### src/eth_mid_cfg.svh
`ifndef ETH_MID_CFG_SVH
`define ETH_MID_CFG_SVH

// ------------------------------
// bus geometry
// ------------------------------
`define ETH_DAT_W 16
`define ETH_ADR_W 12
// word address bit that selects the slot memory
`define ETH_ADR_MEM_BIT 11

// ------------------------------
// transmit slot and timing
// ------------------------------
`define ETH_SLOT_AW 10
`define ETH_SLOT_DEPTH (1 << `ETH_SLOT_AW)
`define ETH_IFG 12

// moderation limits after reset
`define ETH_INTR_RST_VAL 32'd2500000

`endif

### src/eth_mid_reg_pkg.sv
`default_nettype none

`include "eth_mid_cfg.svh"

package eth_mid_reg_pkg;

  typedef logic [`ETH_DAT_W-1:0] reg_word_t;
  typedef logic [1:0] reg_sel_t;
  typedef logic [`ETH_ADR_W-1:0] bus_adr_t;

  // register word offsets
  typedef enum logic [7:0] {
    REG_CNT0   = 8'h02,
    REG_CNT1   = 8'h03,
    REG_CNT2   = 8'h04,
    REG_CNT3   = 8'h05,
    REG_STATUS = 8'h08,
    REG_TX_WR  = 8'h18,
    REG_TX_RD  = 8'h1a,
    REG_CLR_LO = 8'h40,
    REG_CLR_HI = 8'h41,
    REG_SET_LO = 8'h42,
    REG_SET_HI = 8'h43
  } reg_idx_t;

  // one-cycle register access from the bus decoder
  typedef struct packed {
    logic      rd;
    logic      wr;
    reg_idx_t  idx;
    reg_word_t dat;
    reg_sel_t  sel;
  } reg_access_t;

  typedef logic [31:0] intr_val_t;

endpackage

`default_nettype wire

### src/intr_moderator.sv
`default_nettype none

module intr_moderator (
  input  wire logic                        clk_125,
  input  wire logic                        sys_rst,
  input  wire logic                        frame_done_i,
  input  wire logic                        rearm_i,
  input  wire eth_mid_reg_pkg::intr_val_t  clr_val_i,
  input  wire eth_mid_reg_pkg::intr_val_t  set_val_i,
  output logic                             intr_o
);

  import eth_mid_reg_pkg::*;

  intr_val_t holdoff_q;
  intr_val_t hold_q;

  // ------------------------------
  // hold-off after rearm
  // ------------------------------
  always_ff @(posedge clk_125) begin
    if (sys_rst) begin
      holdoff_q <= '0;
    end else if (rearm_i) begin
      holdoff_q <= clr_val_i;
    end else if (holdoff_q != '0) begin
      holdoff_q <= holdoff_q - 32'd1;
    end
  end

  // set on a frame, self-clearing after the hold time
  always_ff @(posedge clk_125) begin
    if (sys_rst) begin
      intr_o <= 1'b0;
      hold_q <= '0;
    end else if (rearm_i) begin
      intr_o <= 1'b0;
      hold_q <= '0;
    end else if (intr_o) begin
      if (hold_q == set_val_i) begin
        intr_o <= 1'b0;
        hold_q <= '0;
      end else begin
        hold_q <= hold_q + 32'd1;
      end
    end else if (frame_done_i && holdoff_q == '0) begin
      intr_o <= 1'b1;
      hold_q <= '0;
    end
  end

  no_intr_during_holdoff: assert property (
    @(posedge clk_125) disable iff (sys_rst)
    $rose(intr_o) |-> $past(holdoff_q == '0)
  );

endmodule

`default_nettype wire

### config.mk
export PLATFORM = sky130hd
export DESIGN_NAME = intr_moderator
export DESIGN_NICKNAME = d
export VERILOG_FILES = /design/src/eth_mid_reg_pkg.sv /design/src/intr_moderator.sv
export VERILOG_INCLUDE_DIRS = /design/src
export SDC_FILE = /design/constraint.sdc
export NUM_CORES = 1
export LEC_CHECK = 0
export BUFFER_PORTS_ARGS = -buffer_cell sky130_fd_sc_hd__clkbuf_2
export CORE_ASPECT_RATIO = 1.2
export CORE_MARGIN = 4
export CORE_UTILIZATION = 51
export DETAILED_ROUTE_END_ITERATION = 10
export MAX_ROUTING_LAYER = met4
export PLACE_DENSITY = 0.8
export SLEW_MARGIN = 40
export SYNTH_ARGS = -nofsm -noshare
export SYNTH_HDL_FRONTEND = slang
export SYNTH_SLANG_ARGS = --single-unit
### constraint.sdc
create_clock -name clk_125 -period 2.2 [get_ports clk_125]
set_input_delay 0 -clock clk_125 [delete_from_list [all_inputs] [get_ports clk_125]]
set_output_delay 0 -clock clk_125 [all_outputs]
set_load 0.01 [all_outputs]
==> results.py <==
metrics = {
    "status": {
        "status": "finished, final reports clean",
    },
    "sta": {
        "finClkSkew_ps": 9.254,
        "finalHoldViolations": 0,
        "setup_viol": 0,
        "worst_slack_ps": 48.36,
        "post-route-period-util": 0.9780,
        "fin_setup_tns_ps": 0,
        "fin_crit_ps": 2152,
        "worst_slew_pin_slew_ps": 469.3,
        "finalMaxSlewViolations": 0,
        "whs_ps": 69.19,
        "max_freq_ghz": 0.4648,
        "max_slew_margin": 0.6846,
    },
    "route": {
        "vias": 3912,
        "viasPerCell": 5.653,
        "drc_errors": 0,
        "postRouteAntennaNets": 0,
        "drtIter0Drc": 131,
        "wl_per_cell_um": 14.97,
        "firstDrtPassIters": 4,
        "routed_wl_um": 10360,
    },
    "place": {
        "placed_area_um2": 4528,
        "pre_cts_slack_ps": -49.69,
        "dp_hpwl_um": 7302,
        "gp_congestion": 0.8803,
        "dp_cells": 642,
        "port_buffers": 68,
    },
    "power": {
        "power_density_nw_per_um2": 576.1,
        "power_frac_seq": 0.434,
        "swShare": 0.2703,
        "power.share.clock": 0.395,
        "power_mw": 2.960,
        "p_sw_uw": 799.9,
        "p_leak_nw": 1.987,
        "p_int_mw": 2.160,
        "irDropWorstVdd_v": 0.0003757,
        "combPwrFrac": 0.172,
    },
    "synth": {
        "synthCells": 476,
        "synthDistinctLibCells": 60,
        "syn_area_um2": 3930,
        "ys_async_sr_fraction": 0,
        "syn-num-nets": 546,
        "ys_warn_count": 0,
        "ys_seq_elements": 65,
        "synthFlopType": "dfxtp_1",
        "syn_avg_cell_area_um2": 8.256,
        "synth_edf_count": 0,
        "synth_seq_area_share": 0.3311,
    },
    "grt": {
        "grt_first_pass_wirelength_um": 16790,
        "grt.met1_usage": 0.2676,
        "grt_pass1_vias": 3778,
        "grt_antenna_before_repair": 0,
        "use_met2": 0.3928,
        "grt-ovfl-total": 0,
        "use_met3": 0.04437,
        "grt.busiest_layer": "met2",
        "grt_usage": 0.2316,
        "grt_start_max_net_pins": 32,
    },
    "setup_path": {
        "cp.arrival_ps": 2390,
        "crit_type": "reg -> reg",
        "end_kind": "register",
        "reg2reg_setup_slack_ps": 50,
        "r2r-start": "holdoff_q[0]",
        "critPathMaxFanout": 30,
        "crit_required_ps": 2440,
        "r2r_cells": 8,
        "start_kind": "register",
        "reg2reg_to": "hold_q[16]",
    },
    "final_layout": {
        "antenna_cells": 0,
        "final_cell_area_um2": 5137,
        "final_core_util": 0.6981,
        "final_cell_count_no_fill": 692,
        "mostFrequentLayoutCells": "clkbuf_2 (68), dfxtp_1 (61), nand2_1 (57), xnor2_1 (49), buf_4 (34)",
        "nets": 667,
        "syn_to_final_growth_pct": 30.72,
        "final_common_cell": "clkbuf_2",
        "drive_gt1_frac": 0.2542,
    },
    "floorplanning": {
        "die_h_um": 104.2,
        "coreArea_um2": 7360,
        "rows": 34,
        "initial_core_util": 0.5340,
        "num_io_pins": 69,
        "dieArea_um2": 9180,
        "die_x_um": 88.14,
    },
    "clocking": {
        "h-tree-depth": 3,
        "cts_tree": "built",
        "clock_sinks": 65,
        "clock_path_buffers": 2,
        "numCtsBuffers": 9,
        "worstSkewPairLatency_ps": 350,
        "clock-root-buffer": "clkbuf_8",
        "clk_pin_slew_ps": 70,
    },
    "min_path": {
        "whs_path_depth": 3,
        "min_to": "intr_o",
        "hold_path.startpoint": "rearm_i",
        "hp-class": "in -> reg",
    },
    "run": {
        "max_cap_viol_count": 0,
    },
}
-- registers in the layout, summed over array words and instances, names as in the netlist --
register,flops
holdoff_q,32
intr_o,1
hold_q,32
-- repair_timing --
| action | 4_1_cts | 5_1_grt |
|---|---|---|
| pin swaps | 0 | 3 |
| endpoints found under the setup margin | 4 | 27 |
| resized for setup | 2 | 12 |
| setup buffers | 0 | 1 |
| cloned | 0 | 0 |
| hold buffers | 33 | 0 |
| hold endpoints to repair | 33 | 0 |
-- critical path, cell delays in order (launching register included) --
cell,delay (ps)
dfxtp_1,340
inv_1,110
ha_2,230
nor2b_4,210
nand4_4,200
nor3_4,310
a211oi_2,130
buf_12,180
a221o_1,340
-- final cells by class --
type / instances / area, um2
Clock buffer: 10 / 137.6
Clock inverter: 6 / 91.34
Fill cell: 568 / 2222
Inverter: 9 / 33.78
Multi-Input combinational cell: 375 / 2499
Sequential cell: 65 / 1306
Tap cell: 90 / 112.6
Timing Repair Buffer: 137 / 957.2
-- synthesized netlist by cell type (3+ instances only) --
master / instances / area (um2)
nor3_1: 21 / 105.1
and4_1: 3 / 26.28
nor2_1: 31 / 116.4
o41ai_1: 3 / 26.28
and2_1: 3 / 18.77
nor4_1: 8 / 50.05
nand4_1: 16 / 100.1
nand3b_1: 5 / 37.54
xor2_1: 9 / 78.83
nor4_2: 4 / 50.05
clkbuf_1: 14 / 52.55
a21o_1: 4 / 30.03
or4_1: 4 / 30.03
inv_1: 9 / 33.78
a22o_1: 4 / 35.03
buf_2: 8 / 40.04
o21ai_0: 11 / 55.05
a21oi_1: 15 / 75.07
mux2i_1: 5 / 50.05
o311ai_0: 11 / 96.34
nand2b_1: 3 / 18.77
dfxtp_1: 65 / 1301
o21ai_1: 12 / 60.06
and3_1: 8 / 50.05
nand2_1: 57 / 214.0
xnor2_1: 49 / 429.2
or3_1: 3 / 18.77
o21a_1: 9 / 67.56
nand3_1: 29 / 145.1
a22oi_1: 6 / 45.04
buf_6: 3 / 33.78
nor2b_1: 5 / 31.28
-- power by group through the flow --
stage / Combinational, mW / Sequential [mW] / Clock (mW)
after floorplan: 0.297 / 1.30 / 0
after global placement: 0.423 / 1.30 / 0
after detailed placement: 0.435 / 1.31 / 0
after CTS: 0.486 / 1.28 / 1.18
after global routing: 0.555 / 1.29 / 1.24
final: 0.508 / 1.28 / 1.17
-- per-layer routing --
metal,wire length [um],share of wire
met5,0,0
met4,153,0.015
met3,688,0.066
met2,5236,0.51
met1,4283,0.41
-- cell families after synthesis --
logic type,share of synthesized area
AOI/OAI and AO/OA,0.1598
xor gates and xnor gates,0.1293
adders and majority gates,0.006366
buffers and inverters,0.04393
DFF,0.3311
muxes,0.01560
and+or+nand+nor,0.3139
-- worst max-delay path by stage --
stage | from | slack (ps) | endpoint
after floorplan | holdoff_q[0] | 60 | hold_q[29]
after global placement | holdoff_q[2] | -8 | holdoff_q[19]
after detailed placement | holdoff_q[2] | -50 | holdoff_q[19]
after CTS | holdoff_q[2] | 3 | holdoff_q[19]
after global routing | holdoff_q[0] | -20 | hold_q[29]
final | holdoff_q[0] | 50 | hold_q[16]
No activity file was read; power rests on OpenSTA's default activity.
