<file path="config.mk">
export PLATFORM = sky130hd
export DESIGN_NAME = ctrl_regs
export DESIGN_NICKNAME = d
export VERILOG_FILES = /design/src/eth_mid_reg_pkg.sv /design/src/eth_mid_tx_pkg.sv /design/src/ctrl_regs.sv
export VERILOG_INCLUDE_DIRS = /design/src
export SDC_FILE = /design/constraint.sdc
export NUM_CORES = 1
export LEC_CHECK = 0
export BUFFER_PORTS_ARGS = -buffer_cell sky130_fd_sc_hd__buf_2
export CORE_MARGIN = 4
export CORE_UTILIZATION = 51
export CTS_BUF_LIST = sky130_fd_sc_hd__clkbuf_8 sky130_fd_sc_hd__clkbuf_16
export CTS_CLUSTER_DIAMETER = 50
export CTS_CLUSTER_SIZE = 8
export DETAILED_ROUTE_END_ITERATION = 10
export GPL_TIMING_DRIVEN = 0
export PLACE_DENSITY = 0.87
export RECOVER_POWER = 100
export REMOVE_ABC_BUFFERS = 1
export SLEW_MARGIN = 25
export SYNTH_ARGS = -nofsm -noshare
export SYNTH_HDL_FRONTEND = slang
export SYNTH_SLANG_ARGS = --single-unit
export TNS_END_PERCENT = 20
</file>
<file path="constraint.sdc">
create_clock -name clk_125 -period 2.33 [get_ports clk_125]
set_input_delay 0.466 -clock clk_125 [delete_from_list [all_inputs] [get_ports clk_125]]
set_output_delay 0.466 -clock clk_125 [all_outputs]
set_load 0.1 [all_outputs]
</file>
<file path="src/eth_mid_cfg.svh">
`ifndef ETH_MID_CFG_SVH
`define ETH_MID_CFG_SVH

// ------------------------------
// bus geometry
// ------------------------------
`define ETH_DAT_W 16
`define ETH_ADR_W 12
// word address bit that selects the slot memory
`define ETH_ADR_MEM_BIT 11

// ------------------------------
// transmit slot and timing
// ------------------------------
`define ETH_SLOT_AW 10
`define ETH_SLOT_DEPTH (1 << `ETH_SLOT_AW)
`define ETH_IFG 12

// moderation limits after reset
`define ETH_INTR_RST_VAL 32'd2500000

`endif

</file>
<file path="src/eth_mid_reg_pkg.sv">
`default_nettype none

`include "eth_mid_cfg.svh"

package eth_mid_reg_pkg;

  typedef logic [`ETH_DAT_W-1:0] reg_word_t;
  typedef logic [1:0] reg_sel_t;
  typedef logic [`ETH_ADR_W-1:0] bus_adr_t;

  // register word offsets
  typedef enum logic [7:0] {
    REG_CNT0   = 8'h02,
    REG_CNT1   = 8'h03,
    REG_CNT2   = 8'h04,
    REG_CNT3   = 8'h05,
    REG_STATUS = 8'h08,
    REG_TX_WR  = 8'h18,
    REG_TX_RD  = 8'h1a,
    REG_CLR_LO = 8'h40,
    REG_CLR_HI = 8'h41,
    REG_SET_LO = 8'h42,
    REG_SET_HI = 8'h43
  } reg_idx_t;

  // one-cycle register access from the bus decoder
  typedef struct packed {
    logic      rd;
    logic      wr;
    reg_idx_t  idx;
    reg_word_t dat;
    reg_sel_t  sel;
  } reg_access_t;

  typedef logic [31:0] intr_val_t;

endpackage

`default_nettype wire

</file>
<file path="src/eth_mid_tx_pkg.sv">
`default_nettype none

`include "eth_mid_cfg.svh"

package eth_mid_tx_pkg;

  typedef logic [`ETH_SLOT_AW-1:0] tx_ptr_t;

  // bus side of the slot memory
  typedef struct packed {
    logic                       en;
    logic                       we;
    tx_ptr_t                    addr;
    eth_mid_reg_pkg::reg_word_t dat;
    eth_mid_reg_pkg::reg_sel_t  sel;
  } slot_access_t;

  typedef logic [7:0] gmii_byte_t;

  typedef struct packed {
    logic       en;
    gmii_byte_t data;
  } gmii_tx_t;

  typedef logic [15:0] frame_len_t;

  typedef enum logic [2:0] {TX_IDLE, TX_LEN, TX_PRE, TX_DATA, TX_GAP} tx_state_e;

endpackage

`default_nettype wire

</file>
<file path="src/ctrl_regs.sv">
`default_nettype none

`include "eth_mid_cfg.svh"

module ctrl_regs (
  input  wire logic                          clk_125,
  input  wire logic                          sys_rst,
  input  wire eth_mid_reg_pkg::reg_access_t  reg_acc_i,
  output eth_mid_reg_pkg::reg_word_t         reg_rdata_o,
  input  wire eth_mid_tx_pkg::tx_ptr_t       tx_rd_ptr_i,
  output eth_mid_tx_pkg::tx_ptr_t            tx_wr_ptr_o,
  input  wire logic                          intr_i,
  output eth_mid_reg_pkg::intr_val_t         clr_val_o,
  output eth_mid_reg_pkg::intr_val_t         set_val_o,
  output logic                               rearm_o,
  output logic [7:0]                         led_o
);

  import eth_mid_reg_pkg::*;
  import eth_mid_tx_pkg::*;

  logic [63:0] cnt_q;
  // status bits 7:4 and 2:0 around the live interrupt bit
  logic [6:0]  status_q;
  logic [7:0]  status;

  // host byte order puts byte 0 on the upper lane
  function automatic reg_word_t host_swap(reg_word_t val);
    return {val[7:0], val[15:8]};
  endfunction

  function automatic reg_word_t lane_merge(reg_word_t old_val, reg_word_t bus_dat,
                                           reg_sel_t sel);
    reg_word_t val;
    val = old_val;
    if (sel[1]) val[7:0] = bus_dat[15:8];
    if (sel[0]) val[15:8] = bus_dat[7:0];
    return val;
  endfunction

  assign status = {status_q[6:3], intr_i, status_q[2:0]};
  assign led_o  = ~status;

  // ------------------------------
  // counter and register writes
  // ------------------------------
  always_ff @(posedge clk_125) begin
    if (sys_rst) begin
      cnt_q       <= '0;
      status_q    <= '0;
      tx_wr_ptr_o <= '0;
      clr_val_o   <= `ETH_INTR_RST_VAL;
      set_val_o   <= `ETH_INTR_RST_VAL;
      rearm_o     <= 1'b0;
    end else begin
      cnt_q   <= cnt_q + 64'd1;
      rearm_o <= 1'b0;
      if (reg_acc_i.wr) begin
        case (reg_acc_i.idx)
          REG_STATUS: begin
            if (reg_acc_i.sel[1]) begin
              status_q <= {reg_acc_i.dat[15:12], reg_acc_i.dat[10:8]};
              // bit 3 written low restarts moderation
              rearm_o  <= ~reg_acc_i.dat[11];
            end
          end
          REG_TX_WR: tx_wr_ptr_o <= tx_ptr_t'(lane_merge(reg_word_t'(tx_wr_ptr_o),
                                                         reg_acc_i.dat, reg_acc_i.sel));
          REG_CLR_LO: clr_val_o[15:0] <= lane_merge(clr_val_o[15:0], reg_acc_i.dat,
                                                    reg_acc_i.sel);
          REG_CLR_HI: clr_val_o[31:16] <= lane_merge(clr_val_o[31:16], reg_acc_i.dat,
                                                     reg_acc_i.sel);
          REG_SET_LO: set_val_o[15:0] <= lane_merge(set_val_o[15:0], reg_acc_i.dat,
                                                    reg_acc_i.sel);
          REG_SET_HI: set_val_o[31:16] <= lane_merge(set_val_o[31:16], reg_acc_i.dat,
                                                     reg_acc_i.sel);
          default: ;
        endcase
      end
    end
  end

  // ------------------------------
  // read-back
  // ------------------------------
  always_ff @(posedge clk_125) begin
    if (reg_acc_i.rd) begin
      case (reg_acc_i.idx)
        REG_CNT0:   reg_rdata_o <= host_swap(cnt_q[15:0]);
        REG_CNT1:   reg_rdata_o <= host_swap(cnt_q[31:16]);
        REG_CNT2:   reg_rdata_o <= host_swap(cnt_q[47:32]);
        REG_CNT3:   reg_rdata_o <= host_swap(cnt_q[63:48]);
        REG_STATUS: reg_rdata_o <= {status, 8'h00};
        REG_TX_WR:  reg_rdata_o <= host_swap(reg_word_t'(tx_wr_ptr_o));
        REG_TX_RD:  reg_rdata_o <= host_swap(reg_word_t'(tx_rd_ptr_i));
        REG_CLR_LO: reg_rdata_o <= host_swap(clr_val_o[15:0]);
        REG_CLR_HI: reg_rdata_o <= host_swap(clr_val_o[31:16]);
        REG_SET_LO: reg_rdata_o <= host_swap(set_val_o[15:0]);
        REG_SET_HI: reg_rdata_o <= host_swap(set_val_o[31:16]);
        default:    reg_rdata_o <= '0;
      endcase
    end
  end

endmodule

`default_nettype wire

</file>
==> reports/metrics.yaml <==
yosys_warnings: 0
via_count: 7730
cts_tree: "built"
synth_ff_type: "dfxtp_1"
tightestPinTransition_ns: 1.19
drtAntennaViolNets: 0
powerDensity_nw_per_um2: 625
port_buffers: 139
slew_viol_final: 0
cts_hold_buf: 0
start_util: 0.525
max_slew_margin: 0.210
drive_gt1_frac: 0.231
grt_pass1_vias: 7161
max_freq_mhz: 425
multi_input_area_um2: 4150
globalplace.congestion: 0.944
htreeDepth: 4
period_share: 1.01
required_ns: 2.61
ys_ff_latch: 162
violations: "setup timing"
utilization: 0.639
io_pins: 140
nFillCells: 1069
endpoint_kind: "register"
clock_latency_ns: 0.43
finalCriticalPeriod_ns: 2.35
drv_cap: 0
synthDistinctLibCells: 59
overflow: 0
hold_path.class: "in -> reg"
fin_cells: 1188
ys_seq_area_frac: 0.441
mappedNetlistArea_um2: 7720
grt_usage: 0.281
ir_drop_mv: 0.510
worst_slack_ns: -0.0209
cts_buffers: 17
fin_nets: 1032
finalSetupViolCount: 1
synth_edf_count: 16
rsz0062_at_grt: "true"
wl_per_cell_um: 20.5
drt_wl_total_um: 24300
placeableCoreArea_um2: 14700
drt_first_pass_iters: 6
grt_pass1_wl_um: 37800
start_kind: "primary input"
register_area_um2: 3410
die-width_um: 131
chipHeight_um: 131
clkTransAtPathRegs_ns: 0.07
syn2layout_area_growth_pct: 21.6
cts.sinks: 162
pre_cts_ws_ns: -1.54
die_area_um2: 17200
row_count: 44
critPathArrivalTime_ns: 2.63
dpl.cell_count: 1129
skew_ns: 0.00935
whs_ns: 0.289
antenna_found_initial: 1
synthCells: 852
via_per_inst: 6.51
dp.final_hpwl_um: 16200
drc: 0
finalHoldViolations: 0
cts.path.max_buffers: 2
drt_iter0_drc: 1123
path_class: "in -> reg"
grt_max_degree: 87
cts-root-buf: "clkbuf_16"
synthArstFlopShare: 0
avgSynthCellArea_um2: 9.07
leakage_nw: 3.83
status: "finished, violations left"
critical_path.max_fanout: 19
==> path summary, 6_finish.rpt <==
check	cells after the start	endpoint	from	slack, ns
max reg2reg	6	cnt_q[63]$_SDFF_PP0_	cnt_q[5]$_SDFF_PP0_	0.06
min reg2reg	2	set_val_o[23]$_SDFFE_PP0P_	set_val_o[23]$_SDFFE_PP0P_	0.48
min	2	rearm_o$_SDFF_PP0_	reg_acc_i[13]	0.29
max	5	reg_rdata_o[10]$_DFFE_PP_	reg_acc_i[18]	-0.02
==> per-layer routing <==
layer  GRT usage  share of wire  up-vias
met5           0              0        -
met4       0.131          0.045        0
met3      0.0794           0.12      117
met2       0.438           0.46      618
met1       0.361           0.37     3622
li1            -              -     3373
==> layout make-up <==
| type | instances | share of cell area |
|---|---|---|
| diodes | 1 | 0.000266 |
| clock inverters | 12 | 0.00972 |
| flip-flops and latches | 162 | 0.363 |
| well taps | 184 | 0.0245 |
| clock buffers | 20 | 0.0509 |
| inverters | 27 | 0.0108 |
| repair buffers | 169 | 0.0991 |
| multi-input cells | 613 | 0.442 |
==> timing repair <==
item	4_1_cts	5_1_grt
resized for setup	19	18
endpoints found under the setup margin	118	76
pin swaps	6	7
setup buffers	11	15
==> cell usage after synthesis, types with 14 or more instances <==
cell | instances | share of area
inv_1 | 27 | 0.013
buf_2 | 14 | 0.0091
nand4_1 | 29 | 0.023
edfxtp_1 | 16 | 0.062
o21ai_0 | 16 | 0.010
a22oi_1 | 34 | 0.033
and3_1 | 16 | 0.013
xor2_1 | 32 | 0.036
mux2i_1 | 77 | 0.10
clkbuf_1 | 32 | 0.016
a21oi_1 | 28 | 0.018
dfxtp_1 | 146 | 0.38
nand3_1 | 45 | 0.029
nand2_1 | 52 | 0.025
nor2b_1 | 14 | 0.011
nor2_1 | 128 | 0.062
==> flip-flops by register name, indices dropped and copies added, names as in the netlist <==
| register | flops |
|---|---|
| rearm_o | 1 |
| clr_val_o | 32 |
| status_q | 7 |
| set_val_o | 32 |
| cnt_q | 64 |
| reg_rdata_o | 16 |
| tx_wr_ptr_o | 10 |
==> layout by cell type (no fill, tap or decap), drive strengths merged, types with 13 or more instances in the layout <==
master	netlist	layout
a211o	13	13
a21oi	28	28
a22oi	34	34
and3	16	16
buf	18	67
clkbuf	32	122
dfxtp	146	146
edfxtp	16	16
inv	27	32
mux2i	77	77
nand2	52	52
nand3	49	49
nand4	29	29
nor2	128	128
nor2b	14	14
o21ai	16	16
xor2	32	32
==> where the power goes <==
part           switching [mW]  internal, mW
Clock                    1.20          1.50
Sequential             0.0109          2.83
Combinational           0.252        0.0780
Total                    1.46          4.40
==> stage by stage <==
stage          TNS (ns)  area, µm²  total power, mW
2_1_floorplan     -6.15       7500             3.04
4_1_cts          -0.563       9210             5.85
6_report        -0.0209       9400             5.87
3_5_place_dp     -91.24       8510             3.21
5_1_grt          -0.188       9400             6.00
3_3_place_gp    -122.91       8430             3.20
==> critical path, stage by stage <==
cell      delay, ns
buf_2          0.41
nor4bb_4       0.57
nor2b_1        0.75
a222oi_1       0.24
nand3_1        0.18
==> logic make-up after synthesis <==
| group | synth area share |
|---|---|
| AOI/OAI and AO/OA | 0.120 |
| muxes | 0.0998 |
| DFF | 0.441 |
| buffers and inverters | 0.0416 |
| xor gates and xnor gates | 0.0488 |
| and+or+nand+nor | 0.248 |
| adders and majority gates | 0.00162 |
Note: power is estimated with default switching activity, not from simulation.
