--- config.mk ---
export PLATFORM = sky130hd
export DESIGN_NAME = wb_slave_decode
export DESIGN_NICKNAME = d
export VERILOG_FILES = /design/src/eth_mid_reg_pkg.sv /design/src/eth_mid_tx_pkg.sv /design/src/wb_slave_decode.sv
export VERILOG_INCLUDE_DIRS = /design/src
export SDC_FILE = /design/constraint.sdc
export NUM_CORES = 1
export LEC_CHECK = 0
export BUFFER_PORTS_ARGS = -buffer_cell sky130_fd_sc_hd__buf_2
export CELL_PAD_IN_SITES_DETAIL_PLACEMENT = 1
export CELL_PAD_IN_SITES_GLOBAL_PLACEMENT = 1
export CORE_MARGIN = 2
export CORE_UTILIZATION = 14
export DETAILED_ROUTE_END_ITERATION = 12
export PLACE_DENSITY_LB_ADDON = 0.2
export SLEW_MARGIN = 20
export SYNTH_ARGS = -nofsm -noshare
export SYNTH_HDL_FRONTEND = slang
export SYNTH_SLANG_ARGS = --single-unit
export TNS_END_PERCENT = 10
--- constraint.sdc ---
create_clock -name clk_125 -period 1.4 [get_ports clk_125]
set_input_delay 0.21 -clock clk_125 [delete_from_list [all_inputs] [get_ports clk_125]]
set_output_delay 0.21 -clock clk_125 [all_outputs]
set_load 0.005 [all_outputs]
--- src/eth_mid_cfg.svh ---
`ifndef ETH_MID_CFG_SVH
`define ETH_MID_CFG_SVH

// ------------------------------
// bus geometry
// ------------------------------
`define ETH_DAT_W 16
`define ETH_ADR_W 12
// word address bit that selects the slot memory
`define ETH_ADR_MEM_BIT 11

// ------------------------------
// transmit slot and timing
// ------------------------------
`define ETH_SLOT_AW 10
`define ETH_SLOT_DEPTH (1 << `ETH_SLOT_AW)
`define ETH_IFG 12

// moderation limits after reset
`define ETH_INTR_RST_VAL 32'd2500000

`endif

--- src/eth_mid_reg_pkg.sv ---
`default_nettype none

`include "eth_mid_cfg.svh"

package eth_mid_reg_pkg;

  typedef logic [`ETH_DAT_W-1:0] reg_word_t;
  typedef logic [1:0] reg_sel_t;
  typedef logic [`ETH_ADR_W-1:0] bus_adr_t;

  // register word offsets
  typedef enum logic [7:0] {
    REG_CNT0   = 8'h02,
    REG_CNT1   = 8'h03,
    REG_CNT2   = 8'h04,
    REG_CNT3   = 8'h05,
    REG_STATUS = 8'h08,
    REG_TX_WR  = 8'h18,
    REG_TX_RD  = 8'h1a,
    REG_CLR_LO = 8'h40,
    REG_CLR_HI = 8'h41,
    REG_SET_LO = 8'h42,
    REG_SET_HI = 8'h43
  } reg_idx_t;

  // one-cycle register access from the bus decoder
  typedef struct packed {
    logic      rd;
    logic      wr;
    reg_idx_t  idx;
    reg_word_t dat;
    reg_sel_t  sel;
  } reg_access_t;

  typedef logic [31:0] intr_val_t;

endpackage

`default_nettype wire

--- src/eth_mid_tx_pkg.sv ---
`default_nettype none

`include "eth_mid_cfg.svh"

package eth_mid_tx_pkg;

  typedef logic [`ETH_SLOT_AW-1:0] tx_ptr_t;

  // bus side of the slot memory
  typedef struct packed {
    logic                       en;
    logic                       we;
    tx_ptr_t                    addr;
    eth_mid_reg_pkg::reg_word_t dat;
    eth_mid_reg_pkg::reg_sel_t  sel;
  } slot_access_t;

  typedef logic [7:0] gmii_byte_t;

  typedef struct packed {
    logic       en;
    gmii_byte_t data;
  } gmii_tx_t;

  typedef logic [15:0] frame_len_t;

  typedef enum logic [2:0] {TX_IDLE, TX_LEN, TX_PRE, TX_DATA, TX_GAP} tx_state_e;

endpackage

`default_nettype wire

--- src/wb_slave_decode.sv ---
`default_nettype none

`include "eth_mid_cfg.svh"

module wb_slave_decode (
  input  wire logic                          clk_125,
  input  wire logic                          sys_rst,
  input  wire logic                          wb_cyc_i,
  input  wire logic                          wb_stb_i,
  input  wire logic                          wb_we_i,
  input  wire eth_mid_reg_pkg::bus_adr_t     wb_adr_i,
  input  wire eth_mid_reg_pkg::reg_word_t    wb_dat_i,
  input  wire eth_mid_reg_pkg::reg_sel_t     wb_sel_i,
  output eth_mid_reg_pkg::reg_word_t         wb_dat_o,
  output logic                               wb_ack_o,
  output eth_mid_reg_pkg::reg_access_t       reg_acc_o,
  output eth_mid_tx_pkg::slot_access_t       slot_acc_o,
  input  wire eth_mid_reg_pkg::reg_word_t    reg_rdata_i,
  input  wire eth_mid_reg_pkg::reg_word_t    slot_rdata_i
);

  import eth_mid_reg_pkg::*;
  import eth_mid_tx_pkg::*;

  logic acc;
  logic mem_hit;
  logic mem_sel_q;

  // new access only while ack is not out yet
  assign acc     = wb_cyc_i & wb_stb_i & ~wb_ack_o;
  assign mem_hit = wb_adr_i[`ETH_ADR_MEM_BIT];

  // ------------------------------
  // access pulses
  // ------------------------------
  always_comb begin
    reg_acc_o.rd  = acc & ~mem_hit & ~wb_we_i;
    reg_acc_o.wr  = acc & ~mem_hit & wb_we_i;
    // offsets above 0xff land on an unlisted index and read as zero
    if (wb_adr_i[10:8] == 3'd0) begin
      reg_acc_o.idx = reg_idx_t'(wb_adr_i[7:0]);
    end else begin
      reg_acc_o.idx = reg_idx_t'(8'h00);
    end
    reg_acc_o.dat = wb_dat_i;
    reg_acc_o.sel = wb_sel_i;

    slot_acc_o.en   = acc & mem_hit;
    slot_acc_o.we   = wb_we_i;
    slot_acc_o.addr = tx_ptr_t'(wb_adr_i[`ETH_SLOT_AW-1:0]);
    slot_acc_o.dat  = wb_dat_i;
    slot_acc_o.sel  = wb_sel_i;
  end

  // ------------------------------
  // ack and read mux
  // ------------------------------
  always_ff @(posedge clk_125) begin
    if (sys_rst) begin
      wb_ack_o <= 1'b0;
    end else begin
      wb_ack_o <= acc;
    end
  end

  always_ff @(posedge clk_125) begin
    if (acc) begin
      mem_sel_q <= mem_hit;
    end
  end

  assign wb_dat_o = mem_sel_q ? slot_rdata_i : reg_rdata_i;

  // master keeps the cycle up until it sees ack
  ack_after_held_access: assert property (
    @(posedge clk_125) disable iff (sys_rst)
    wb_ack_o |-> $past(acc) && wb_cyc_i && wb_stb_i
  );

endmodule

`default_nettype wire

==> out/results.txt, run 1 <==
crit path from: mem_sel_q
initial detailed-routing violation count: 4
count leader, synth: buf_4
final count of negative-setup-slack endpoints: 16
proportion of layout cells with a drive suffix above 1: 86.5%
Pre-Repair DR Iteration Count: 4
count of hold-fix buffers inserted at cts: 0
initial antenna violation count: 0
Synth area leader: buf_4
worst-skew pair later-pin latency: 0.21 ns
relative area change from synthesis to final layout: 36.3%
GP Congestion: 0.744
status: finished, violations left
part of the cycle the worst path needs: 103%
WP data arrival: 1.23 ns
Boundary Pins: 142
top cell type's share of synthesized area: 47.2%
wire length of the first global-routing pass: 3.24 mm
minimum period implied by the final worst setup slack: 1.44 ns
fraction of registers with async set or reset after synthesis: 0%
fraction of the mapped netlist area in compound gates: 0%
max_slew headroom: 74.8%
die outline height: 77.0 microns
worst reg2reg path startpoint: wb_ack_o
CTS tree: done
number of distinct library cells after synthesis: 14
top flip-flop cell by instance count after synthesis: edfxtp_1
portion of the post-synthesis area used by sequential elements: 6.70%
maximum level of the CTS H-tree: 1
Synth Warn #: 0
Post-Route Setup TNS: -0.525 ns
Die X-Extent: 77.0 microns
number of enable-type register cells in the synthesized netlist: 1
share of cell area taken by muxes after synthesis: 29.1%
buffers added on ports: 87
number of CTS-inserted buffers: 3
MaxCap Viol Count: 0
Syn Inst Count: 83
Pwr per Cell Area: 539 nW/um^2
Worst path slowest cell: edfxtp_1
crit path kind: reg -> out
number of nets in the synthesized netlist: 150
endpoint class of the critical path: primary output
Data required, critical path: 1.19 ns
Std-Cell Rows: 26
series of cell instances along the critical path: buf_12 > mux2_2 > buf_2
Final Cell Area: 1020 sq um
total vias in the final route: 661
cell area after technology mapping: 747 sq um
maximum resistive drop on vdd: 0.381 mV
placed standard-cell area: 906 sq um
biggest cell delay along the critical path: 0.37 ns
post-DR wirelength/cell: 11.2 microns
Core ar.: 5140 sq um
die footprint: 5940 sq um
# DRC: 0
number of nets still failing antenna checks after routing: 0
global route total overflow: 0
failing checks: negative setup slack
xor/xnor cell area share of the yosys netlist: 0%
flip-flop and latch count after synthesis: 2
# nets final: 194
maximum fanout count along the critical path: 16
peak clock frequency supported by timing: 696 MHz
ranking of synthesized cells by area: buf_4, mux2_4, mux2_2
pin slew with the least headroom to its limit: 0.376 ns
Adder-Cell Fraction of Synth Area: 0%
final setup slack of the worst path: -0.0378 ns
share of synthesized cell area in and, or, nand and nor gates: 11.7%
final hold vios: 0
origin of the worst min-delay path: sys_rst
RSZ-0062 raised after global routing: yes
max-slew violation total from the final report: 0
top cell types by occurrence after synthesis: buf_4, mux2_4, and2_1, mux2_2
TritonCTS Sinks: 2
filler cell count: 645
pin count of the biggest net entering global routing: 17
Inserted Diodes: 0
root cell of the clock tree: clkbuf_8
kind of start point of the critical path: flop
worst-case clock skew: 0.00372 ns
dominant combinational cell family by area after synthesis: buffers and inverters
Longest Clk Path Bufs: 2
leakage power: 0.584 nW
overall fraction of global-route tracks in use: 6.67%
clock-pin slew on the worst setup and hold paths: 0.03 ns
Mapped Avg Cell Area: 9.00 sq um
vias in the first global route: 696
Initial Util: 14.5%
min-delay worst type: in -> reg
overall routed net length: 2.20 mm
via/cell ratio: 3.37
-- critical path: cells and delay by family, from the launching register on --
family,cells,cell delay [ns]
buffers and inverters,2,0.31
flip-flops,1,0.37
multiplexers,1,0.34
-- metal layers --
layer / wire, microns / global-route usage [%] / up-vias
li1: - / - / 306
met1: 798 / 6.35 / 292
met2: 1040 / 12.1 / 60
met3: 362 / 3.41 / 3
met4: 6 / 2.68 / 0
met5: 0 / 0 / -
-- cells in the final DEF, fill, tap and decap left out, types with 2 or more instances in the layout --
| cell | count |
|---|---|
| nor2_1 | 2 |
| mux2_2 | 6 |
| buf_2 | 77 |
| buf_6 | 10 |
| and2_1 | 8 |
| mux2_4 | 10 |
| inv_1 | 2 |
| clkbuf_8 | 3 |
-- layout make-up --
type                            instances  area [sq um]  area share [%]
Tap cell                               70          87.6            8.60
Multi-Input combinational cell         30           310            30.5
Timing Repair Buffer                   88           518            50.9
Inverter                                2          7.51           0.737
Sequential cell                         2          50.0            4.91
Clock buffer                            4          45.0            4.42
-- power breakdown --
part / total, mW / switching [mW] / internal (mW)
registers: 0.0663 / 0.00149 / 0.0648
logic: 0.242 / 0.0833 / 0.159
clock network: 0.241 / 0.0475 / 0.193
total: 0.549 / 0.132 / 0.417
-- metrics by stage --
| step | cells | util [%] | power, mW | setup WS [ns] | hold WS (ns) |
|---|---|---|---|---|---|
| final | 196 | 19.8 | 0.549 | -0.0378 | 0.159 |
| after global routing | 196 | 19.8 | 0.586 | -0.0907 | 0.161 |
| after CTS | 196 | 19.4 | 0.553 | -0.0604 | 0.154 |
| after detailed placement | 192 | 17.6 | 0.282 | 0.167 | 0.378 |
| after global placement | 192 | 17.6 | 0.279 | 0.191 | 0.368 |
| after floorplan | 83 | - | 0.256 | 0.257 | 0.282 |
-- kinds of logic after synthesis --
| kind of cell | count (synthesis) |
|---|---|
| buf+inv | 51 |
| mux | 16 |
| simple gates | 14 |
| flops | 2 |
-- what timing repair did --
item / in CTS / in global routing
endpoints found under the setup margin: 16 / 17
cloned: 0 / 0
gates resized for setup: 7 / 4
setup buffers: 0 / 0
-- worst paths after layout --
check | end | slack [ns] | cells after the start
worst min register to register | wb_ack_o | 0.64 | 2
worst max-delay path | wb_dat_o[1] | -0.04 | 3
worst min-delay path | wb_ack_o | 0.16 | 2
worst max register to register | mem_sel_q | 0.47 | 2
-- sequential cells by signal (all words and copies together), names as in the netlist --
name and count:
mem_sel_q 1, wb_ack_o 1
Note: power is estimated with default switching activity, not from simulation.
==> run 2, diff against run 1 <==
--- a/config.mk
+++ b/config.mk
@@ -6,6 +6,7 @@
 export SDC_FILE = /design/constraint.sdc
 export NUM_CORES = 1
 export LEC_CHECK = 0
+export ABC_AREA = 1
 export BUFFER_PORTS_ARGS = -buffer_cell sky130_fd_sc_hd__buf_2
 export CELL_PAD_IN_SITES_DETAIL_PLACEMENT = 1
 export CELL_PAD_IN_SITES_GLOBAL_PLACEMENT = 1
==> run 2 against run 1 <==
Compared with the run above: the flow now finishes without violations; core utilization decreased by 1.3 points; total power down 8.3%; routed wire length is 4.9% lower; die area up 1.6%; sequential power about the same; synthesized cell count increased by 55%; register-to-register slack gained 0.17 ns; non-clock buffer count unchanged; first-iteration DRC count grew to 4.8 times the previous value; critical path type unchanged; highest routed layer unchanged.
==> out/results.txt, run 2 <==
Longest Clk Path Bufs: 2 (unchanged)
portion of the post-synthesis area used by sequential elements: 6.59% (-0.11 points)
number of distinct library cells after synthesis: 10 (-4)
global route total overflow: 0 (unchanged)
CTS tree: done
max_slew headroom: 83.2% (+8.4 points)
Synth area leader: buf_4
via/cell ratio: 3.30 (-2.2%)
TritonCTS Sinks: 2 (unchanged)
Post-Route Setup TNS: 0 ns (+0.525 ns)
leakage power: 0.653 nW (+12%)
status: complete, no violations
number of CTS-inserted buffers: 3 (unchanged)
clock-pin slew on the worst setup and hold paths: 0.03 ns (about the same)
fraction of registers with async set or reset after synthesis: 0% (unchanged)
proportion of layout cells with a drive suffix above 1: 55.6% (-31 points)
most frequent cells in the layout: buf_2, inv_1, nand2_1, nor2_1, o21ai_0
ranking of synthesized cells by area: buf_4, inv_1, nand2_1
post-DR wirelength/cell: 8.69 microns (-23%)
part of the cycle the worst path needs: 94.4% (-8.3 points)
die outline height: 77.7 microns (+0.79%)
Syn Inst Count: 129 (+55%)
number of nets in the synthesized netlist: 196 (+31%)
Boundary Pins: 142 (unchanged)
flip-flop and latch count after synthesis: 2 (unchanged)
Synth Warn #: 0 (unchanged)
wire length of the first global-routing pass: 3.33 mm (+3.0%)
Inserted Diodes: 0 (unchanged)
initial detailed-routing violation count: 19 (+15)
endpoint class of the critical path: primary output
cell area after technology mapping: 759 sq um (+1.7%)
vias in the first global route: 774 (+11%)
final hold vios: 0 (unchanged)
root cell of the clock tree: clkbuf_8
count leader, synth: buf_4
maximum fanout count along the critical path: 32 (+16)
minimum period implied by the final worst setup slack: 1.32 ns (-0.116 ns)
RSZ-0062 raised after global routing: yes
maximum resistive drop on vdd: 0.356 mV (-6.4%)
pin slew with the least headroom to its limit: 0.252 ns (-0.125 ns)
overall fraction of global-route tracks in use: 6.61% (-0.065 points)
number of enable-type register cells in the synthesized netlist: 1 (unchanged)
final count of negative-setup-slack endpoints: 0 (-16)
number of nets still failing antenna checks after routing: 0 (unchanged)
crit path kind: reg -> out
overall routed net length: 2.10 mm (-4.9%)
Pwr per Cell Area: 527 nW/um^2 (-2.3%)
HPWL after DPL: 1.84 mm
GP Congestion: 0.671 (-9.9%)
worst-skew pair later-pin latency: 0.21 ns (about the same)
Data required, critical path: 1.19 ns (about the same)
Die X-Extent: 77.7 microns (+0.79%)
max-slew violation total from the final report: 0 (unchanged)
kind of start point of the critical path: flop
Pre-Repair DR Iteration Count: 4 (unchanged)
relative area change from synthesis to final layout: 25.9%
WP data arrival: 1.11 ns (-0.12 ns)
pin count of the biggest net entering global routing: 33 (+16)
initial antenna violation count: 0 (unchanged)
Core ar.: 5170 sq um (+0.63%)
Std-Cell Rows: 26 (unchanged)
largest registers in the final layout: mem_sel_q (1), wb_ack_o (1)
Initial Util: 14.7% (+0.15 points)
# DRC: 0 (unchanged)
placed standard-cell area: 903 sq um (-0.28%)
Final Cell Area: 956 sq um (-6.1%)
min-delay worst type: in -> reg
leading cell type in the layout, fill and taps excluded: buf_2
worst-case clock skew: 0.00551 ns (+0.00178 ns)
Mapped Avg Cell Area: 5.89 sq um (-35%)
MaxCap Viol Count: 0 (unchanged)
peak clock frequency supported by timing: 757 MHz (+8.8%)
post-layout total power: 503 uW (-8.3%)
top cell types by occurrence after synthesis: buf_4, inv_1, nand2_1, nor2_1, o21ai_0
total vias in the final route: 795 (+20%)
top cell type's share of synthesized area: 46.5% (-0.78 points)
worst-case hold slack: 0.157 ns (-0.00172 ns)
# nets final: 239 (+23%)
buffers added on ports: 87 (unchanged)
top flip-flop cell by instance count after synthesis: edfxtp_1
die footprint: 6030 sq um (+1.6%)
maximum level of the CTS H-tree: 1 (unchanged)
[run 2: cell count changes after synthesis, sizes merged, moves of 2 or more]
cell,before,now
and2,8,0
nor2,2,14
o21ai,0,16
inv,2,28
mux2,16,0
nor3,2,0
nand2,0,19
[run 2: cell type report]
class	instances	area, sq um
Tap cell	70	87.6
Timing Repair Buffer	88	450
Sequential cell	2	50.0
Inverter	28	105
Multi-Input combinational cell	49	218
Clock buffer	4	45.0
Fill cell	704	4220
[run 2: kinds of logic after synthesis]
kind of cell | Yosys count | share of synthesized area [%]
AO/OA/AOI/OAI | 16 | 12.0
buffers and inverters | 78 | 64.7
flip-flops | 2 | 6.59
AND/OR/NAND/NOR | 33 | 16.6
[run 2: power by group]
group	total [mW]	internal [mW]	switching, mW	leakage, nW
combinational	0.197	0.108	0.0885	0.613
sequential	0.0663	0.0648	0.00150	0.0175
clock	0.240	0.193	0.0473	0.0228
[run 2: critical path: stages (launching register included)]
cell      delay, ns
edfxtp_1       0.39
buf_8          0.19
o21ai_0        0.18
buf_2          0.14
[run 2: layer usage]
| layer | share of wire, % | wire length [microns] | vias up | GRT usage (%) |
|---|---|---|---|---|
| met5 | 0 | 0 | - | 0 |
| met4 | 1.3 | 28 | 0 | 2.68 |
| met3 | 18 | 377 | 9 | 3.26 |
| met2 | 47 | 977 | 66 | 12.2 |
| met1 | 34 | 712 | 311 | 6.09 |
| li1 | - | - | 409 | - |
[run 2: what timing repair did]
action	CTS	global route
setup endpoints to repair	0	16
setup buffers	0	0
resized for setup	0	7
hold buffers	0	0
[run 2: final timing paths]
path	startpoint	to	slack (ns)	cells after the start
worst max register to register	wb_ack_o	mem_sel_q	0.64	1
worst min register to register	wb_ack_o	wb_ack_o	0.55	3
worst min-delay path	sys_rst	wb_ack_o	0.16	2
worst max-delay path	mem_sel_q	wb_dat_o[5]	0.08	3
[run 2: per-stage QoR]
step	util (%)	worst slack, ns	instances
2_1_floorplan	-	0.392	129
3_3_place_gp	17.5	0.270	237
3_5_place_dp	17.5	0.276	237
4_1_cts	18.3	0.0355	241
5_1_grt	18.5	-0.0103	241
6_report	18.5	0.0785	241
==> run 3, diff against run 2 <==
--- a/config.mk
+++ b/config.mk
@@ -14,6 +14,7 @@
 export CORE_UTILIZATION = 14
 export DETAILED_ROUTE_END_ITERATION = 12
 export PLACE_DENSITY_LB_ADDON = 0.2
+export REMOVE_ABC_BUFFERS = 1
 export SLEW_MARGIN = 20
 export SYNTH_ARGS = -nofsm -noshare
 export SYNTH_HDL_FRONTEND = slang
==> run 3 against run 2 <==
Compared with the run above: core utilization is 0.073 points lower; clock power hardly changed; first-iteration DRC count is 16% lower; register-to-register slack hardly changed; final area is 0.39% lower; count of clock-buffer cells in the layout stayed put; die area stayed put; sequential power is 0.8% lower; fmax is 0.92% higher; clock skew is 0.00052 ns higher; setup slack better by 0.012 ns; critical endpoint is now wb_dat_o[6]; worst hold slack better by 0.0047 ns.
==> out/results.txt, run 3 (same netlist as run 2, synthesis figures left out) <==
# nets final: 239 (unchanged)
series of cell instances along the critical path: buf_6 > o21ai_0 > buf_2
HPWL after DPL: 2.34 mm (+27%)
buffers added on ports: 87 (unchanged)
P_sw: 138 uW (+0.37%)
part of the total power dissipated in combinational logic: 38.8% (-0.3 points)
Pre-Repair DR Iteration Count: 3 (-1)
Post-Route Setup TNS: 0 ns (unchanged)
CP Capture Point: wb_dat_o[6]
post-placement setup slack: 0.261 ns (-0.0154 ns)
post-DR wirelength/cell: 11.1 microns (+28%)
worst-case hold slack: 0.162 ns (+0.00471 ns)
initial detailed-routing violation count: 16 (-3)
final core occ: 18.4% (-0.073 points)
Flop pwr share: 13.1% (about the same)
Core ar.: 5170 sq um (unchanged)
endpoint class of the critical path: primary output
proportion of layout cells with a drive suffix above 1: 55.6% (unchanged)
internal power contribution: 365 uW (-0.40%)
Longest Clk Path Bufs: 2 (unchanged)
global route total overflow: 0 (unchanged)
die footprint: 6030 sq um (unchanged)
count of hold-fix buffers inserted at cts: 0 (unchanged)
Boundary Pins: 142 (unchanged)
most frequent cells in the layout: buf_2, inv_1, nand2_1, nor2_1, o21ai_0
wire length of the first global-routing pass: 3.88 mm (+17%)
via/cell ratio: 3.54 (+7.4%)
die outline height: 77.7 microns (unchanged)
largest registers in the final layout: mem_sel_q (1), wb_ack_o (1)
overall fraction of global-route tracks in use: 8.24% (+1.6 points)
Std-Cell Rows: 26 (unchanged)
status: complete, no violations
instance count on the critical path: 3 (unchanged)
R2R depth: 1 (unchanged)
pin slew with the least headroom to its limit: 0.241 ns (-0.0107 ns)
Data required, critical path: 1.19 ns (about the same)
min-delay worst type: in -> reg
maximum resistive drop on vdd: 0.250 mV (-30%)
root cell of the clock tree: clkbuf_8
biggest cell delay along the critical path: 0.37 ns (-0.02 ns)
number of nets still failing antenna checks after routing: 0 (unchanged)
WP data arrival: 1.10 ns (about the same)
final setup slack of the worst path: 0.0906 ns (+0.0120 ns)
TritonCTS Sinks: 2 (unchanged)
kind of start point of the critical path: flop
number of CTS-inserted buffers: 3 (unchanged)
peak clock frequency supported by timing: 764 MHz (+0.92%)
leakage power: 0.652 nW (-0.23%)
Die X-Extent: 77.7 microns (unchanged)
GP Congestion: 0.615 (-8.2%)
leading cell type in the layout, fill and taps excluded: buf_2
max_slew headroom: 83.9% (+0.71 points)
final hold vios: 0 (unchanged)
total vias in the final route: 854 (+7.4%)
Buffers & Inverters on Critical Path: 2 (unchanged)
crit path from: mem_sel_q
part of the cycle the worst path needs: 93.5% (-0.86 points)
filler cell count: 694 (-1.4%)
placed standard-cell area: 903 sq um (unchanged)
Final Cell Area: 952 sq um (-0.39%)
Worst path slowest cell: edfxtp_1
worst reg2reg path startpoint: wb_ack_o
maximum fanout count along the critical path: 32 (unchanged)
clock share of power: 48.1% (+0.3 points)
total area of multi-input combinational cells: 218 sq um (unchanged)
maximum level of the CTS H-tree: 1 (unchanged)
R2R Path End: mem_sel_q
overall routed net length: 2.68 mm (+28%)
MaxCap Viol Count: 0 (unchanged)
flop2flop setup slack: 0.65 ns (about the same)
# DRC: 0 (unchanged)
Reg area: 50.0 sq um (unchanged)
vias in the first global route: 855 (+10%)
switching fraction of total power: 27.4% (+0.15 points)
final count of negative-setup-slack endpoints: 0 (unchanged)
crit path kind: reg -> out
pin count of the biggest net entering global routing: 33 (unchanged)
minimum period implied by the final worst setup slack: 1.31 ns (-0.0120 ns)
CTS tree: done
Pwr per Cell Area: 528 nW/um^2 (+0.20%)
worst-skew pair later-pin latency: 0.21 ns (about the same)
max-slew violation total from the final report: 0 (unchanged)
relative area change from synthesis to final layout: 25.4%
worst-case clock skew: 0.00603 ns (+0.000520 ns)
initial antenna violation count: 0 (unchanged)
RSZ-0062 raised after global routing: no
Inserted Diodes: 0 (unchanged)
family of cells with the greatest summed delay on the critical path: flip-flops
Initial Util: 14.7% (unchanged)
clock-pin slew on the worst setup and hold paths: 0.03 ns (about the same)
## run 3: worst min-delay path by stage
stage | from | endpoint | slack (ns) | cells after the start
2_1_floorplan | sys_rst | wb_ack_o | 0.28 | 1
3_3_place_gp | sys_rst | wb_ack_o | 0.38 | 2
3_5_place_dp | sys_rst | wb_ack_o | 0.38 | 2
4_1_cts | sys_rst | wb_ack_o | 0.16 | 2
5_1_grt | sys_rst | wb_ack_o | 0.18 | 2
6_report | sys_rst | wb_ack_o | 0.16 | 2
## run 3: area by class of cell
cell class	count	share of cell area [%]
multi-input cells	49	22.9
inverters	28	11.0
repair buffers	88	46.9
flip-flops and latches	2	5.26
well taps	70	9.20
clock buffers	4	4.73
## run 3: through the flow
step	total power [mW]	instances
after floorplan	0.128	79
after global placement	0.266	237
after detailed placement	0.265	237
after CTS	0.515	241
after global routing	0.552	241
final	0.502	241
## run 3: power by group through the flow
stage / Clock, mW / Sequential (mW) / Combinational, mW
2_1_floorplan: 0 / 0.0732 / 0.0548
3_3_place_gp: 0 / 0.0663 / 0.200
3_5_place_dp: 0 / 0.0663 / 0.199
4_1_cts: 0.250 / 0.0656 / 0.200
5_1_grt: 0.262 / 0.0662 / 0.223
6_report: 0.242 / 0.0658 / 0.195
## run 3: routing by layer
layer	vias to the layer above	global-route usage, %	wire, microns
met5	-	3.64	0
li1	412	-	-
met2	108	10.2	918
met1	334	9.61	1100
met4	0	2.14	0
met3	0	7.91	661
## run 3: what timing repair did
action / in CTS / in global routing
resized for setup: 0 / 2
buffers inserted: 0 / 0
setup endpoints to repair: 0 / 15
